`config.mk`:
```
export PLATFORM = sky130hd
export DESIGN_NAME = fetch_port
export DESIGN_NICKNAME = d
export VERILOG_FILES = /design/src/source/tcm_pkg.sv /design/src/source/fetch_port.sv
export SDC_FILE = /design/constraint.sdc
export NUM_CORES = 1
export LEC_CHECK = 0
export BUFFER_PORTS_ARGS = -buffer_cell sky130_fd_sc_hd__buf_2
export CORE_MARGIN = 2
export CORE_UTILIZATION = 42
export CTS_CLUSTER_DIAMETER = 50
export DETAILED_ROUTE_END_ITERATION = 16
export GPL_TIMING_DRIVEN = 0
export PLACE_DENSITY_LB_ADDON = 0.15
export SYNTH_ARGS = -nofsm -noshare
export SYNTH_HDL_FRONTEND = slang
export SYNTH_SLANG_ARGS = --single-unit
```
`constraint.sdc`:
```
create_clock -name clk -period 2.68 [get_ports clk]
set_clock_uncertainty 0.2 [all_clocks]
set_input_delay 0.134 -clock clk [delete_from_list [all_inputs] [get_ports clk]]
set_output_delay 0.134 -clock clk [all_outputs]
set_load 0.02 [all_outputs]
```
`src/source/tcm_pkg.sv`:
```
/*
 * Shared geometry and type definitions for the tightly coupled memory.
 * Byte addresses are TCM_AW bits wide and cover TCM_DEPTH 32-bit words.
 */
`default_nettype none

package tcm_pkg;

    // ========================================
    // Memory geometry
    // ========================================
    localparam int TCM_DEPTH = 256;    // Words in the SRAM
    localparam int TCM_AW    = 10;     // Byte address width
    localparam int TCM_WAW   = 8;      // Word index width
    localparam int TCM_DW    = 32;     // Data width
    localparam int TCM_MW    = 4;      // One mask bit per byte lane

    // ========================================
    // Types
    // ========================================
    typedef enum logic [2:0] {
        LSU_LB  = 3'd0,    // Signed byte load
        LSU_LH  = 3'd1,    // Signed halfword load
        LSU_LW  = 3'd2,
        LSU_LBU = 3'd3,    // Unsigned byte load
        LSU_LHU = 3'd4,    // Unsigned halfword load
        LSU_SB  = 3'd5,
        LSU_SH  = 3'd6,
        LSU_SW  = 3'd7
    } lsu_op_e;

    typedef enum logic {
        OWNER_FETCH = 1'b0,
        OWNER_LSU   = 1'b1
    } arb_owner_e;

    typedef enum logic [1:0] {L_IDLE, L_REQ, L_WAIT} lsu_state_e;           // Load/store FSM

    typedef enum logic [1:0] {F_IDLE, F_REQ, F_WAIT, F_HOLD} fetch_state_e; // Fetch FSM

endpackage

`default_nettype wire

```
`src/source/fetch_port.sv`:
```
/*
 * Sequential instruction fetch, one word at a time.
 * Idle until the first redirect. A redirect during an outstanding
 * fetch lets that fetch finish and drops its response.
 */
`timescale 1ns/1ps
`default_nettype none

module fetch_port (
    input  wire                         clk,
    input  wire                         rst_n,
    input  wire                         redirect_valid,
    input  wire  [tcm_pkg::TCM_AW-1:0]  redirect_pc,
    // Instruction output
    output logic                        instr_valid,
    input  wire                         instr_ready,
    output logic [tcm_pkg::TCM_AW-1:0]  instr_pc,
    output logic [tcm_pkg::TCM_DW-1:0]  instr_data,
    // Arbiter side
    output logic                        f_req_valid,
    input  wire                         f_req_ready,
    output logic [tcm_pkg::TCM_AW-1:0]  f_addr,
    input  wire                         f_rsp_valid,
    input  wire  [tcm_pkg::TCM_DW-1:0]  rsp_data
);

    import tcm_pkg::*;

    fetch_state_e      state;
    logic [TCM_AW-1:0] pc;              // Address of current fetch
    logic [TCM_AW-1:0] redir_pc;        // Deferred redirect target
    logic              stale;           // Outstanding fetch to be dropped
    logic              rsp_in;
    logic              redir_now;
    logic              redir_late;

    assign rsp_in     = (state == F_WAIT) && f_rsp_valid;
    // Redirect applies at once when nothing is mid-request
    assign redir_now  = redirect_valid && (state == F_IDLE || state == F_HOLD || rsp_in);
    assign redir_late = redirect_valid && !redir_now;   // REQ or WAIT

    assign f_req_valid = (state == F_REQ);
    assign f_addr      = pc;
    assign instr_valid = (state == F_HOLD);
    assign instr_pc    = pc;

    always_ff @(posedge clk) begin
        if (!rst_n) begin
            state <= F_IDLE;
            stale <= 1'b0;
        end else if (redir_now) begin
            state <= F_REQ;
            stale <= 1'b0;
        end else begin
            if (redir_late) stale <= 1'b1;
            case (state)
                F_REQ:  if (f_req_ready) state <= F_WAIT;
                F_WAIT: begin
                    if (f_rsp_valid) begin
                        state <= stale ? F_REQ : F_HOLD;
                        stale <= 1'b0;          // Dropped response consumed
                    end
                end
                F_HOLD: if (instr_ready) state <= F_REQ;
                default: ;                      // Idle until redirect
            endcase
        end
    end

    always_ff @(posedge clk) begin
        if (redir_now) pc <= redirect_pc;
        else if (rsp_in && stale) pc <= redir_pc;                    // Restart at target
        else if (state == F_HOLD && instr_ready) pc <= pc + TCM_AW'(4);
        if (redir_late) redir_pc <= redirect_pc;
        if (rsp_in && !stale) instr_data <= rsp_data;
    end

    // Request payload stays put until accepted
    a_req_stable: assert property (@(posedge clk) disable iff (!rst_n)
        (f_req_valid && !f_req_ready) |=> (f_req_valid && $stable(f_addr)))
        else $error("Fetch request dropped or changed before ready");

endmodule

`default_nettype wire

```
* After elaboration in Yosys (flattened, before gate mapping)
Cells that the tools add are included.
Storage, ports and cells: register bits 55, bits of input ports 48, output and inout port bits 54, word-level logic and storage cells 46
Operators by class: $add $sub $neg 1, equal/unequal tests 9, muxes and demuxes 12, bitwise operators 1, reduce and logical (&&, ||, !) cells 17
Operator list (count):
- 10-bit 2-to-1 mux | 3
- 10-bit by 3-bit adder with 10-bit output, second input constant | 1
- 2-bit 2-to-1 mux | 4
- 4-bit AND reduction | 2
- 1-bit logical AND | 6
- 3-bit by 1-bit != test with 1-bit output, second input constant | 2
- 2-bit one-hot mux with 3 select lines | 1
- 3-bit nonzero test | 2
- 2-bit == test, second input constant | 2
- 1-bit 2-to-1 mux | 4
- 2-bit by 1-bit != test with 1-bit output, second input constant | 2
- 4-bit nonzero test | 1
- 3-bit != test, second input constant | 1
- 2-bit by 1-bit == test with 1-bit output, second input constant | 1
- 1-bit zero test | 2
- 2-bit zero test | 1
- 1-bit logical OR | 2
- 2-bit != test, second input constant | 1
- 2-bit OR reduction | 1
- 1-bit inverter | 1

* Logic depth before layout (Yosys ltp)
word-level depth 9, depth in mapped cells 7

* Worst setup path after synthesis
OpenSTA, ideal clock, no wires.
path kind flip-flop to flip-flop, start reg state[0], end reg instr_data[0] (netlist bit), enable pin, library setup time 0.421 ns, arrival 2.142 ns, required time 2.059 ns, path slack -0.083 ns, cell stages (with the launch flop) 5, path buffers 0, period minus slack after synthesis 2.763 ns, cells stage by stage dfxtp_1 -> inv_1 -> ha_1 -> nand2_2 -> nor2_1
Between the ends: cells in the longest elaborated chain, start to end 3
Ends and longest elaborated chain:
- start, declared | line fetch_port.sv:29 | fetch_state_e state;
- start signal, assigned | line fetch_port.sv:60 | state <= stale ? F_REQ : F_HOLD;
- 2-bit == test | line fetch_port.sv:37 | assign rsp_in = (state == F_WAIT) && f_rsp_valid;
- 1-bit logical AND | line fetch_port.sv:37
- 1-bit logical AND | line fetch_port.sv:75 | if (rsp_in && !stale) instr_data <= rsp_data;
- end signal, assigned | line fetch_port.sv:75
- end, declared | line fetch_port.sv:18 | output logic [tcm_pkg::TCM_DW-1:0] instr_data,
No other way between the ends. A chain may end at the register's enable or synchronous reset.

* Worst setup path after layout
start reg state[0], end reg redir_pc[4], enable pin
Between the ends: cells in the longest elaborated chain, start to end 6, elaborated cells on any way between the ends 9, those cells by class eq/ne: 2; reduce/logical: 7
Ends and longest elaborated chain:
- 2-bit == test, or another cell as far along | line fetch_port.sv:39 | assign redir_now = redirect_valid && (state == F_IDLE || state == F_HOLD || rsp_in);
- 1-bit logical OR or 1-bit logical AND (tied branches) | line fetch_port.sv:39, fetch_port.sv:37
- 1-bit logical OR * | line fetch_port.sv:39
- 1-bit logical AND * | line fetch_port.sv:39
- 1-bit zero test * | line fetch_port.sv:40 | assign redir_late = redirect_valid && !redir_now;
- 1-bit logical AND * | line fetch_port.sv:40
- named net redir_late | line fetch_port.sv:35 | logic redir_late;
- end signal, assigned | line fetch_port.sv:74 | if (redir_late) redir_pc <= redirect_pc;
- end, declared | line fetch_port.sv:31 | logic [TCM_AW-1:0] redir_pc;
The timed path passes the listed nets; every way through them passes the cells marked *.

==> metrics.txt <==
outcome=finished clean; fin crit period=2.364 ns; net switching power=1.224 mW; DIE HEIGHT=76.80 um; Detailed Route WL=5.084 mm; Final Cell Area=3369 um2; area leader, netlist=edfxtp_1; Vias=1734; part of the power in combinational logic=0.414; Antenna diodes=0; DP Worst Slack=0.3726 ns; period utilization=0.8822; Port Buffers=101; Core ar.=5107 um2; Synth Register Bits=55; Leak=roughly 1.4 nW; GP Congestion=approximately 0.76; num rows=26; # placed instances=325; fin util=0.6597; die width=76.80 um; setup TNS=0 ns; Peak VDD IR=between 0.0006 and 0.0007 V; Post-Syn Instances=154; Synth cell types=28; ranking of synthesized cells by area=edfxtp_1 (70%), buf_4 (3.7%), ha_1 (2.8%); vias in the first global route=1671; # nets final=359; critical path's slowest cell=a21oi_1; post-synthesis cell area=2226 um2; total track usage=0.1766; layout cells sized above 1=0.4169; CP top delay family=compound AO/OA/AOI/OAI gates; Slew Limit Fails=0; Max-cap violations=0; dpl hpwl=approximately 3.2 mm; Worst Path Arrival=2.10 ns; Clk pwr share=0.152; TritonCTS Sinks=55; top-area cell type share of the netlist area=0.7015; grt total ovfl=0; combined area of the multi-input logic cells=between 500 and 600 um2; Wirelength per Cell=13.49 um; CP bufs+invs=1; largest net degree at the start of global routing=33; FILL cells=416; Initial Util=0.4358; Worst Tran Pin Value=between 1 and 1.5 ns; power per cell area=approximately 950 nW/um2; clock latency on the worst-skew pair=0.31 ns; clk slew on worst S/H paths=0.10 ns; Required @ worst endpoint=roughly 2.4 ns; Max FO, Critical Path=10; Critical Path, Cell by Cell=inv_1, ha_1, nand2_1, a21oi_1; Routed Antenna Nets=0; register area=approximately 1600 um2; critical path's largest stage delay=approximately 0.86 ns; unrepaired setup endpoints after global routing=false; global-route wire length before repair=8.155 mm; number of buffers created by CTS=5; drt via density=about 4.6; area grow syn2layout=51.38%; synthesized area per cell=about 14 um2; drt first-iter violations=69; Net Sw Frac=0.3835; CP Launch Type=flip-flop; worst hold stages=3; Final Power=3.193 mW; final worst slack=0.3158 ns; syn nets=between 200 and 250; Pint=roughly 2.0 mW; Root Driver=clkbuf_8; Max-slew headroom=0.2522; CTS tree=yes; Final Hold Viols=0; Crit. End Element=flip-flop; DRC errors left=0; Initial DRT Pass Iterations=4; Final Setup Violations=0; I/O Pins=just over 100; final hold slack=0.07077 ns; WP depth=4; kind of critical path=reg2reg; Min-Delay Path Class=in2reg; Yosys warning count=0; H-Tree Depth=2; placed inst area=2826 um2; R2R cell count=4; post_cts resized=0; Non-Filler Instances=approximately 380; Flop pwr share=0.434; Fmax=423.0 MHz; Max Root-Sink Buffers=2; Seq/Total Area, Yosys=0.7285; Die ar.=5898 um2; antenna violations before repair=0
==> layout by cell type (no fill, tap or decap), drive strengths merged <==
cell type,Yosys,final
a31oi,1,1
edfxtp,52,52
dlygate4sd3,0,44
clkinv,0,2
nand2,16,16
inv,5,6
nand4,1,1
o21a,3,3
nand3,8,8
nor4,1,1
a21o,1,1
nor2,10,10
buf,13,114
xnor2,3,3
clkbuf,0,5
dfxtp,3,3
o31a,1,1
and3,3,3
nor3,5,5
a211oi,2,2
ha,5,5
mux2i,2,2
o21ai,8,8
o22ai,1,1
nor2b,3,3
a21oi,5,5
xor2,2,2
==> power groups by stage <==
stage | clock [mW] | sequential, mW | combinational [mW]
final | 0.485 | 1.38 | 1.32
after global routing | 0.534 | 1.42 | 1.44
after CTS | 0.506 | 1.38 | 1.32
after detailed placement | 0 | 1.40 | 1.26
after global placement | 0 | 1.40 | 1.26
after floorplan | 0 | 1.53 | 0.745
==> logic make-up after synthesis <==
| kind of cell | share of synthesized area |
|---|---|
| flops | 0.7285 |
| simple gates | 0.09950 |
| compound gates | 0.06521 |
| buf+inv | 0.05003 |
| xor+xnor | 0.01968 |
| fa+ha+maj | 0.02811 |
| mux | 0.008994 |
==> cell type report <==
class	instances	share of cell area
plain buffers	13	0.02748
flip-flops and latches	55	0.4812
repair buffers	145	0.2807
well taps	70	0.02599
multi-input cells	81	0.1485
clock inverters	3	0.01003
clock buffers	5	0.02042
inverters	5	0.005570
==> metal layers <==
layer / global-route usage / routed length, um / vias to the layer above / share of wire
met4: 0.03818 / 25 / 0 / 0.0049
met5: 0 / 0 / - / 0
met1: 0.2243 / 2174 / 812 / 0.43
met2: 0.3096 / 2636 / 61 / 0.52
li1: - / - / 857 / -
met3: 0.03882 / 247 / 4 / 0.049
==> worst register-to-register path: stages, from the launching register on <==
cell and delay [ns]:
dfxtp_1 0.39, inv_1 0.09, ha_1 0.36, nand2_1 0.09, a21oi_1 0.86
==> Yosys cell counts (all sizes together) <==
cell     n
nor2    10
and3     3
o22ai    1
nand2   16
mux2i    2
nand3    8
buf     13
nor4     1
nand4    1
dfxtp    3
o21a     3
nor2b    3
a211oi   2
o31a     1
o21ai    8
xnor2    3
ha       5
a31oi    1
inv      5
a21o     1
xor2     2
nor3     5
a21oi    5
edfxtp  52
==> state kept, by name, summed over array words and instances, names as in the netlist <==
register and count:
f_addr 10, instr_data 32, redir_pc 10, stale 1, state 2
==> path summary, 6_finish.rpt <==
path               start     endpoint  slack [ns]
max             state[0]  redir_pc[4]        0.32
min          f_rsp_valid        stale        0.07
max reg2reg     state[0]  redir_pc[4]        0.32
min reg2reg  redir_pc[0]    f_addr[0]        0.35
==> what timing repair did <==
action | in CTS | in global routing
hold endpoints to repair | 54 | 0
setup buffers | 0 | 0
hold buffers | 44 | 0
Note: power is estimated with default switching activity, not from simulation.
