<file path="src/source/tcm_pkg.sv">
/*
 * Shared geometry and type definitions for the tightly coupled memory.
 * Byte addresses are TCM_AW bits wide and cover TCM_DEPTH 32-bit words.
 */
`default_nettype none

package tcm_pkg;

    // ========================================
    // Memory geometry
    // ========================================
    localparam int TCM_DEPTH = 256;    // Words in the SRAM
    localparam int TCM_AW    = 10;     // Byte address width
    localparam int TCM_WAW   = 8;      // Word index width
    localparam int TCM_DW    = 32;     // Data width
    localparam int TCM_MW    = 4;      // One mask bit per byte lane

    // ========================================
    // Types
    // ========================================
    typedef enum logic [2:0] {
        LSU_LB  = 3'd0,    // Signed byte load
        LSU_LH  = 3'd1,    // Signed halfword load
        LSU_LW  = 3'd2,
        LSU_LBU = 3'd3,    // Unsigned byte load
        LSU_LHU = 3'd4,    // Unsigned halfword load
        LSU_SB  = 3'd5,
        LSU_SH  = 3'd6,
        LSU_SW  = 3'd7
    } lsu_op_e;

    typedef enum logic {
        OWNER_FETCH = 1'b0,
        OWNER_LSU   = 1'b1
    } arb_owner_e;

    typedef enum logic [1:0] {L_IDLE, L_REQ, L_WAIT} lsu_state_e;           // Load/store FSM

    typedef enum logic [1:0] {F_IDLE, F_REQ, F_WAIT, F_HOLD} fetch_state_e; // Fetch FSM

endpackage

`default_nettype wire

</file>
<file path="src/source/lsu_port.sv">
/*
 * Load/store port, one operation in flight at a time.
 * Accesses must be naturally aligned. Stores also return ld_valid,
 * with ld_data zero.
 */
`timescale 1ns/1ps
`default_nettype none

module lsu_port (
    input  wire                         clk,
    input  wire                         rst_n,
    // Operation input
    input  wire                         op_valid,
    output logic                        op_ready,
    input  wire  tcm_pkg::lsu_op_e      op,
    input  wire  [tcm_pkg::TCM_AW-1:0]  op_addr,
    input  wire  [tcm_pkg::TCM_DW-1:0]  op_wdata,
    // Result
    output logic                        ld_valid,
    output logic [tcm_pkg::TCM_DW-1:0]  ld_data,
    // Arbiter side
    output logic                        l_req_valid,
    input  wire                         l_req_ready,
    output logic [tcm_pkg::TCM_AW-1:0]  l_addr,
    output logic                        l_we,
    output logic [tcm_pkg::TCM_MW-1:0]  l_wmask,
    output logic [tcm_pkg::TCM_DW-1:0]  l_wdata,
    input  wire                         l_rsp_valid,
    input  wire  [tcm_pkg::TCM_DW-1:0]  rsp_data
);

    import tcm_pkg::*;

    lsu_state_e        state;
    lsu_op_e           op_q;            // Latched opcode
    logic [TCM_AW-1:0] addr_q;          // Latched byte address
    logic [TCM_DW-1:0] wdata_q;
    logic [TCM_DW-1:0] lane;            // Addressed bytes moved to bit 0
    logic [TCM_DW-1:0] load_ext;

    // ========================================
    // Control
    // ========================================
    assign op_ready    = (state == L_IDLE);
    assign l_req_valid = (state == L_REQ);

    always_ff @(posedge clk) begin
        if (!rst_n) begin
            state    <= L_IDLE;
            ld_valid <= 1'b0;
        end else begin
            ld_valid <= 1'b0;           // Single cycle pulse
            case (state)
                L_IDLE: if (op_valid) state <= L_REQ;
                L_REQ:  if (l_req_ready) state <= L_WAIT;
                L_WAIT: begin
                    if (l_rsp_valid) begin
                        ld_valid <= 1'b1;
                        state    <= L_IDLE;
                    end
                end
                default: state <= L_IDLE;
            endcase
        end
    end

    always_ff @(posedge clk) begin
        if (op_valid && op_ready) begin
            op_q    <= op;
            addr_q  <= op_addr;
            wdata_q <= op_wdata;
        end
        if (state == L_WAIT && l_rsp_valid) begin
            ld_data <= load_ext;
        end
    end

    // ========================================
    // Store lanes
    // ========================================
    assign l_addr = addr_q;
    assign l_we   = op_q inside {LSU_SB, LSU_SH, LSU_SW};

    always_comb begin
        case (op_q)
            LSU_SB: begin
                l_wmask = 4'b0001 << addr_q[1:0];
                l_wdata = {4{wdata_q[7:0]}};      // Byte on every lane
            end
            LSU_SH: begin
                l_wmask = addr_q[1] ? 4'b1100 : 4'b0011;
                l_wdata = {2{wdata_q[15:0]}};
            end
            LSU_SW: begin
                l_wmask = 4'b1111;
                l_wdata = wdata_q;
            end
            default: begin                       // Loads write nothing
                l_wmask = 4'b0000;
                l_wdata = wdata_q;
            end
        endcase
    end

    // ========================================
    // Load extraction
    // ========================================
    assign lane = rsp_data >> {addr_q[1:0], 3'b000};

    always_comb begin
        case (op_q)
            LSU_LB:  load_ext = {{24{lane[7]}}, lane[7:0]};
            LSU_LBU: load_ext = {24'd0, lane[7:0]};
            LSU_LH:  load_ext = {{16{lane[15]}}, lane[15:0]};
            LSU_LHU: load_ext = {16'd0, lane[15:0]};
            LSU_LW:  load_ext = rsp_data;
            default: load_ext = '0;              // Stores report zero
        endcase
    end

    // Misaligned accesses are outside the supported range
    a_aligned: assert property (@(posedge clk) disable iff (!rst_n)
        (op_valid && op_ready) |->
            (!(op inside {LSU_LH, LSU_LHU, LSU_SH}) || !op_addr[0]) &&
            (!(op inside {LSU_LW, LSU_SW}) || (op_addr[1:0] == 2'b00)))
        else $error("Misaligned load/store at %h", op_addr);

endmodule

`default_nettype wire

</file>
<file path="config.mk">
export PLATFORM = sky130hd
export DESIGN_NAME = lsu_port
export DESIGN_NICKNAME = d
export VERILOG_FILES = /design/src/source/tcm_pkg.sv /design/src/source/lsu_port.sv
export SDC_FILE = /design/constraint.sdc
export NUM_CORES = 1
export LEC_CHECK = 0
export ABC_CLOCK_PERIOD_IN_PS = 2100
export BUFFER_PORTS_ARGS = -buffer_cell sky130_fd_sc_hd__buf_2
export CORE_MARGIN = 2
export CORE_UTILIZATION = 51
export CTS_BUF_LIST = sky130_fd_sc_hd__clkbuf_2
export CTS_CLUSTER_SIZE = 30
export DETAILED_ROUTE_END_ITERATION = 6
export PLACE_DENSITY = 0.83
export REMOVE_ABC_BUFFERS = 1
export SLEW_MARGIN = 10
export SYNTH_ARGS = -nofsm -noshare
export SYNTH_HDL_FRONTEND = slang
export SYNTH_SLANG_ARGS = --single-unit
</file>
<file path="constraint.sdc">
create_clock -name clk -period 2.1 [get_ports clk]
set_input_delay 0.21 -clock clk [delete_from_list [all_inputs] [get_ports clk]]
set_output_delay 0.21 -clock clk [all_outputs]
set_load 0.02 [all_outputs]
</file>
Yosys cells after proc, flatten, opt, wreduce, memory -nomap -nowiden
Cells that the tools add are included.
{"block": "op_classes", "reduce_logical": 7, "mux": 9, "shifts": 2, "eq_ne": 12}
{"operator": "$pmux W32 S5", "n": 1}
{"operator": "$pmux W32 S2", "n": 1}
{"operator": "$shr A32 B5 Y16", "n": 1}
{"operator": "$eq A3 B3 Y1 const B", "n": 4}
{"operator": "$pmux W4 S3", "n": 1}
{"operator": "$eq A3 B2 Y1 const B", "n": 2}
{"operator": "$mux W2", "n": 3}
{"operator": "$pmux W2 S3", "n": 1}
{"operator": "$mux W4", "n": 1}
{"operator": "$ne A2 B2 Y1 const B", "n": 2}
{"operator": "$shl A1 B2 Y4 const A", "n": 1}
{"operator": "$eq A3 B1 Y1 const B", "n": 1}
{"operator": "$logic_not A3 Y1", "n": 1}
{"operator": "$reduce_and A3 Y1", "n": 1}
{"operator": "$reduce_bool A3 Y1", "n": 1}
{"operator": "$eq A2 B1 Y1 const B", "n": 1}
{"operator": "$eq A2 B2 Y1 const B", "n": 1}
{"operator": "$logic_and A1 B1 Y1", "n": 2}
{"operator": "$logic_not A2 Y1", "n": 1}
{"operator": "$ne A2 B1 Y1 const B", "n": 1}
{"operator": "$reduce_and A2 Y1", "n": 1}
{"operator": "$mux W1", "n": 1}
{"block": "word_totals", "in_bits": 82, "output_inout_bits": 82, "ff_bits": 80}

Longest topological paths before layout
Gate-level depths: netlist of the first run.
{"block": "logic_depth", "ltp_word": 3, "depth_mapped": 6, "depth_no_buf": 3}

Worst setup path after synthesis of the first run
OpenSTA, ideal clock, no wires.
{"block": "synth_timing", "path_type": "reg2reg", "start": "register state[1]", "end": "register addr_q[0] (netlist: l_addr[0]), enable pin", "required_ns": 1.693, "period_less_slack_ns": 2.221, "arrival_time_ns": 1.814, "path_stages_with_launch": 3, "path_buffers": 0, "slack_ns": -0.121, "setup_ns": 0.407, "cell_sequence": "dfxtp_1 nor2_1 and2_1"}
{"block": "synth_via", "elab_chain_cells": 2}
{"item": "start: declaration", "line": "lsu_port.sv:34", "text": "lsu_state_e state;"}
{"item": "start signal: assignment", "line": "lsu_port.sv:49", "text": "state <= L_IDLE;"}
{"item": "start signal: assignment", "line": "lsu_port.sv:54", "text": "L_IDLE: if (op_valid) state <= L_REQ;"}
{"item": "start signal: assignment", "line": "lsu_port.sv:55", "text": "L_REQ: if (l_req_ready) state <= L_WAIT;"}
{"item": "$logic_not A2 Y1", "line": "lsu_port.sv:44", "text": "assign op_ready = (state == L_IDLE);"}
{"item": "named net op_ready", "line": "lsu_port.sv:14", "text": "output logic op_ready,"}
{"item": "$logic_and A1 B1 Y1", "line": "lsu_port.sv:68", "text": "if (op_valid && op_ready) begin"}
{"item": "end signal: assignment", "line": "lsu_port.sv:70", "text": "addr_q <= op_addr;"}
{"item": "end: declaration", "line": "lsu_port.sv:36", "text": "logic [TCM_AW-1:0] addr_q;"}
The timed path passes the listed nets, and every way through them passes these cells.
A chain may end at the register's enable or synchronous reset.

Worst setup path after layout of the first run
{"block": "layout_timing", "start": "register op_q[0]", "end": "output port l_wdata[30] in the netlist's numbering"}
{"block": "layout_via", "elab_chain_cells": 2, "elab_cells_between_ends": 3}
{"item": "start: declaration", "line": "lsu_port.sv:35", "text": "lsu_op_e op_q;"}
{"item": "start signal: assignment", "line": "lsu_port.sv:69", "text": "op_q <= op;"}
{"item": "$eq A3 B3 Y1", "line": "lsu_port.sv:85", "text": "case (op_q)"}
{"item": "$pmux W32 S2 *", "line": "lsu_port.sv:85"}
{"item": "end: declaration", "line": "lsu_port.sv:27", "text": "output logic [tcm_pkg::TCM_DW-1:0] l_wdata,"}
Mark *: on every way between the ends. The rest lies on a longest branch, timed or not.

==> results of run 1 <==
layer usage:
layer | wire length (um) | up-vias | global-route usage
met1 | 4735 | 1871 | 0.3298
met2 | 7019 | 287 | 0.5095
li1 | - | 1783 | -
met3 | 1329 | 45 | 0.06661
met4 | 491 | 0 | 0.1437
met5 | 0 | - | 0
worst min-delay path: stages:
cell,delay [ps]
buf_2,100
nand3_1,70
nand4_1,90
through the flow:
stage	instances	hold slack (ps)
3_5_place_dp	601	388.1
6_report	697	2.674
3_3_place_gp	601	386.4
2_1_floorplan	319	308.9
5_1_grt	697	17.08
4_1_cts	692	0.02259
logic make-up after synthesis:
group / Yosys count / share of synthesized area
XOR/XNOR: 1 / 0.003920
AND/OR/NAND/NOR: 105 / 0.1399
buffers and inverters: 52 / 0.06331
multiplexers: 22 / 0.07055
flip-flops: 80 / 0.5716
AO/OA/AOI/OAI: 92 / 0.1507
how the worst max path moves through the flow:
stage	depth (start not counted)	start	slack (ps)	endpoint
after global routing	5	op_q[0]	-370	l_wdata[30]
after detailed placement	4	op_q[0]	280	l_wdata[17]
after floorplan	3	op_q[0]	-690	ld_data[13]
after CTS	5	op_q[0]	-120	l_wdata[17]
after global placement	4	op_q[0]	310	l_wdata[20]
final	5	op_q[0]	-330	l_wdata[30]
report_power, final:
group / internal, mW / switching [mW]
Combinational: 0.459 / 0.518
Sequential: 1.85 / 0.0509
Clock: 0.529 / 0.630
Total: 2.83 / 1.20
cells in the mapped netlist (all sizes together), types with 7 or more instances:
cell	instances	share of area
edfxtp	77	0.56
o21ai	44	0.056
nand2	36	0.033
buf	26	0.039
inv	18	0.016
mux2	15	0.041
nor2	15	0.015
nor2b	15	0.023
and3b	13	0.027
o211ai	13	0.024
a31oi	10	0.017
nor3b	10	0.018
o221a	8	0.022
a22oi	7	0.013
clkbuf	7	0.0066
state kept, by name, summed over array words and instances, names as in the netlist:
register	flops
ld_valid	1
op_q	3
state	2
l_addr	10
wdata_q	32
ld_data	32
area by class of cell:
cell class              instances  area [um^2]
flip-flops and latches         80         2372
repair buffers                260         1873
multi-input cells             220         1662
fillers                       441         1530
well taps                     102        127.6
clock inverters                 7        126.4
inverters                      19        71.32
clock buffers                   9        45.04
repair_timing:
action	in CTS	in global routing
resized for setup	38	53
setup endpoints to repair	28	29
pin swaps	2	9
hold endpoints to repair	68	0
hold buffers	69	0
buffers inserted	6	5
==> flow_summary_export.csv, run 1 <==
group,metric,value,unit
die,die_h,94.21,um
timing,hold_viol_final,0,
logic_synthesis,avgSynthCellArea,11.79,um^2
detailed_routing,ant_nets,0,
placement,dp_hpwl,7.261,mm
setup_path,crit_buf_inv,2,
setup_path,critical_path_class,"reg2out",
min_path,hold_path_end,"ld_data[6]",
timing,fin_skew,50.87,ps
setup_path,worst_path_largest_cell_delay,530,ps
die,start_util,0.5316,
logic_synthesis,synth_area,4150,um^2
cts,root_buffer,"clkbuf_2",
run_status,status,"finished, violations left",
cts,cts_made_buffers,9,
detailed_routing,finalWirelength,13.58,mm
setup_path,rr_endpoint,"ld_data[20]",
timing,slew_headroom,0.6821,
timing,drv_slew,0,
global_routing,grt_pass1_wl,19.48,mm
finish,final_util,0.8040,
cts,h-tree-depth,3,
die,fp.coreArea,7807,um^2
global_routing,grt.total_usage,0.2898,
min_path,hold_depth,3,
detailed_routing,vias,3986,
global_routing,grt-ovfl-total,0,
detailed_routing,vias_per_cell,5.719,
logic_synthesis,synth_edf_count,77,
setup_path,critPathLaunchType,"register",
setup_path,r2r_slack,170,ps
timing,rsz0062_at_grt,"yes",
finish,drive_gt1_frac,0.4437,
finish,final_common_cell,"buf_2",
die,die_area,8876,um^2
placement,place_congestion,0.8379,
detailed_routing,first_pass_iters,7,
timing,fin_crit,2429,ps
power_and_ir_drop,power.leakage,2.658,nW
logic_synthesis,ys_seq_area_frac,0.5716,
min_path,hold_class,"in2reg",
setup_path,r2r_cells,5,
run,maxCapViolCount,0,
logic_synthesis,synth_warnings,0,
run_status,violations,"setup timing",
global_routing,antenna_found_initial,0,
detailed_routing,wl_per_cell,19.48,um
power_and_ir_drop,power.total,4.033,mW
finish,synthToLayoutAreaGrowth,51.25,%
timing,setup_slack,-328.8,ps
placement,pre_cts_slack,277.5,ps
cts,clkLatencyLatePin,580,ps
setup_path,end_kind,"output port",
detailed_routing,drtIter0Drc,234,
logic_synthesis,synth_ff_type,"edfxtp_1",
setup_path,critPathSlowestCell,"edfxtp_1",
finish,postLayoutCellArea,6277,um^2
cts,cts_buffer_depth,2,
setup_path,path_max_fanout,36,
finish,antenna_cells,0,
setup_path,r2r_start,"l_addr[1]",
placement,port_buffers,163,
power_and_ir_drop,ir_drop,0.0005932,V
timing,setup_viol,27,
logic_synthesis,netlist_instances,352,
min_path,hp-start,"rsp_data[14]",
finish,layout_common_cells,"145 x buf_2, 77 x edfxtp_1, 69 x dlygate4sd3_1",
die,rows,32,
die,ioPinCount,164,
power_and_ir_drop,power_density,642.5,nW/um^2
timing,tightest_slew,476.5,ps
setup_path,required,1890,ps
setup_path,worstPathArrival,2220,ps
finish,nets,672,
global_routing,grt_pass1_vias,4040,
cts,cts_sinks,80,
setup_path,crit_chain,"buf_6 -> nor3b_1 -> o21ai_1 -> o221a_2 -> buf_2",
placement,dpl-instance-area,5049,um^2
logic_synthesis,yosys.cell_types.count,42,
timing,timing.fmax,411.7,MHz
logic_synthesis,async_flop_share,0,
cts,cts_tree,"done",
detailed_routing,route.detailed.drc,0,
cts,path_clk_slew,280,ps
timing,period_share,1.157,
timing,fin_setup_tns,-4588,ps
die,die_w,94.21,um
global_routing,grt_max_degree,46,
logic_synthesis,ys_ff_latch,80,
setup_path,crit_family,"flip-flops",
(Power assumes the default switching activity.)
==> run 2: changes to the inputs <==
- ABC_CLOCK_PERIOD_IN_PS: 2100 -> 2000
- CORE_UTILIZATION: 51 -> 46
- PLACE_DENSITY: 0.83 -> 0.79
- clock period: 2.1 -> 2 ns (I/O delays scaled with it)
==> run 2 against run 1 <==
Effect of this change:
- the run still ends with setup timing left
- critical path type unchanged
- hold slack gained 49 ps
- combinational power grew 19%
- register-to-register slack lost 90 ps
==> flow_summary_export.csv, run 2 (synthesis results as in run 1) <==
group,metric,value,unit
finish,postLayoutCellArea,6656,um^2
timing,timing.fmax,428.9,MHz
die,die_w,98.99,um
timing,tightest_slew,424.2,ps
placement,port_buffers,163,
finish,drive_gt1_frac,0.4911,
run_status,status,"finished, violations left",
finish,instances_no_fill,728,
placement,dp.cells,610,
cts,h-tree-depth,3,
cts,cts_sinks,80,
setup_path,crit_buf_inv,4,
timing,timing.hold.ws,51.56,ps
die,die_area,9798,um^2
die,ioPinCount,164,
min_path,hold_class,"in2reg",
cts,cts_buffer_depth,2,
setup_path,end_kind,"output port",
power_and_ir_drop,switching_share,0.3221,
global_routing,antenna_found_initial,1,
timing,setup_slack,-331.4,ps
detailed_routing,drtIter0Drc,253,
timing,fin_skew,18.02,ps
timing,setup_viol,29,
detailed_routing,first_pass_iters,5,
timing,period_share,1.166,
detailed_routing,finalWirelength,14.00,mm
global_routing,grt_max_degree,34,
timing,slew_headroom,0.7172,
setup_path,critical_path_class,"reg2out",
timing,drv_slew,0,
finish,final_util,0.7633,
setup_path,crit_family,"buffers and inverters",
placement,pre_cts_slack,123.6,ps
power_and_ir_drop,switching_power,1.276,mW
power_and_ir_drop,power.leakage,2.806,nW
setup_path,critPathLaunchType,"register",
detailed_routing,ant_nets,0,
setup_path,crit_path_frequent_cell,"buf_6",
global_routing,grt_pass1_wl,20.19,mm
setup_path,crit_chain,"buf_6 -> buf_4 -> buf_6 -> nor2b_1 -> o21ai_1 -> o221a_2 -> buf_6",
cts,path_clk_slew,240,ps
power_and_ir_drop,internal-power,2.685,mW
die,rows,34,
finish,multi_input_area,1802,um^2
finish,regArea,2372,um^2
cts,clkLatencyLatePin,540,ps
cts,root_buffer,"clkbuf_2",
finish,final_common_cell,"buf_2",
detailed_routing,vias_per_cell,5.592,
setup_path,required,1800,ps
finish,nets,696,
placement,place_congestion,0.8282,
power_and_ir_drop,ir_drop,0.0004550,V
global_routing,grt-ovfl-total,0,
global_routing,grt_pass1_vias,4079,
setup_path,path_max_fanout,8,
placement,dpl-instance-area,5079,um^2
cts,cts_tree,"done",
timing,hold_viol_final,0,
setup_path,worstPathArrival,2130,ps
power_and_ir_drop,power.total,3.961,mW
setup_path,worst_path_largest_cell_delay,530,ps
power_and_ir_drop,power_frac_clock,0.205,
setup_path,critPathSlowestCell,"edfxtp_1",
run,maxCapViolCount,0,
timing,fin_setup_tns,-5842,ps
placement,dp_hpwl,7.847,mm
die,fp.coreArea,8721,um^2
cts,cts_made_buffers,9,
run_status,violations,"setup timing",
detailed_routing,route.detailed.drc,0,
timing,rsz0062_at_grt,"yes",
finish,nFillCells,498,
die,start_util,0.4759,
detailed_routing,vias,4071,
power_and_ir_drop,combPwrFrac,0.292,
power_and_ir_drop,sequentialPowerShare,0.503,
detailed_routing,wl_per_cell,19.23,um
die,die_h,98.99,um
power_and_ir_drop,power_density,595.0,nW/um^2
timing,fin_crit,2331,ps
finish,layout_common_cells,"137 x buf_2, 77 x edfxtp_1, 73 x dlygate4sd3_1",
global_routing,grt.total_usage,0.2635,
finish,synthToLayoutAreaGrowth,60.39,%
run 2: worst register-to-register path, delay by kind of cell, from the launching register on:
kind                   cells  cell delay (ps)
AOI/OAI and AO/OA          1              160
buffers and inverters      4              590
DFF                        1              530
and+or+nand+nor            2              480
run 2: per-layer routing:
metal | vias up | track usage | wire length [um]
li1 | 1833 | - | -
met1 | 1952 | 0.2952 | 4991
met2 | 247 | 0.4631 | 7226
met3 | 39 | 0.08582 | 1326
met4 | 0 | 0.1054 | 456
met5 | - | 0 | 0
run 2: final cells by class:
type                       instances  area share
tap                              108     0.02030
timing repair buffer             284      0.3261
clock buffer                       9    0.006767
inverter                          19     0.01109
sequential                        80      0.3564
clock inverter                     7    0.008271
multi-input combinational        220      0.2707
antenna                            1   0.0003759
run 2: repair_timing:
item | 4_1_cts | 5_1_grt
cloned | 1 | 0
hold endpoints to repair | 69 | 1
pin swaps | 6 | 18
hold buffers | 72 | 1
resized for setup | 114 | 48
endpoints found under the setup margin | 29 | 44
buffers inserted | 17 | 11
run 2: final timing paths:
| kind | from | end | slack (ps) | depth (start not counted) |
|---|---|---|---|---|
| hold / removal | rsp_data[12] | ld_data[12] | 50 | 3 |
| setup / recovery | op_q[0] | l_wdata[30] | -330 | 7 |
| hold reg to reg | state[1] | state[0] | 550 | 1 |
| setup reg to reg | op_q[0] | ld_data[8] | 80 | 7 |
run 2: power by group through the flow:
stage                     sequential (mW)  combinational, mW  clock (mW)
after floorplan                      2.09              0.370           0
after global placement               2.02              0.744           0
after detailed placement             2.02              0.763           0
after CTS                            1.98               1.04       0.818
after global routing                 2.00               1.22       0.876
final                                1.99               1.16       0.812
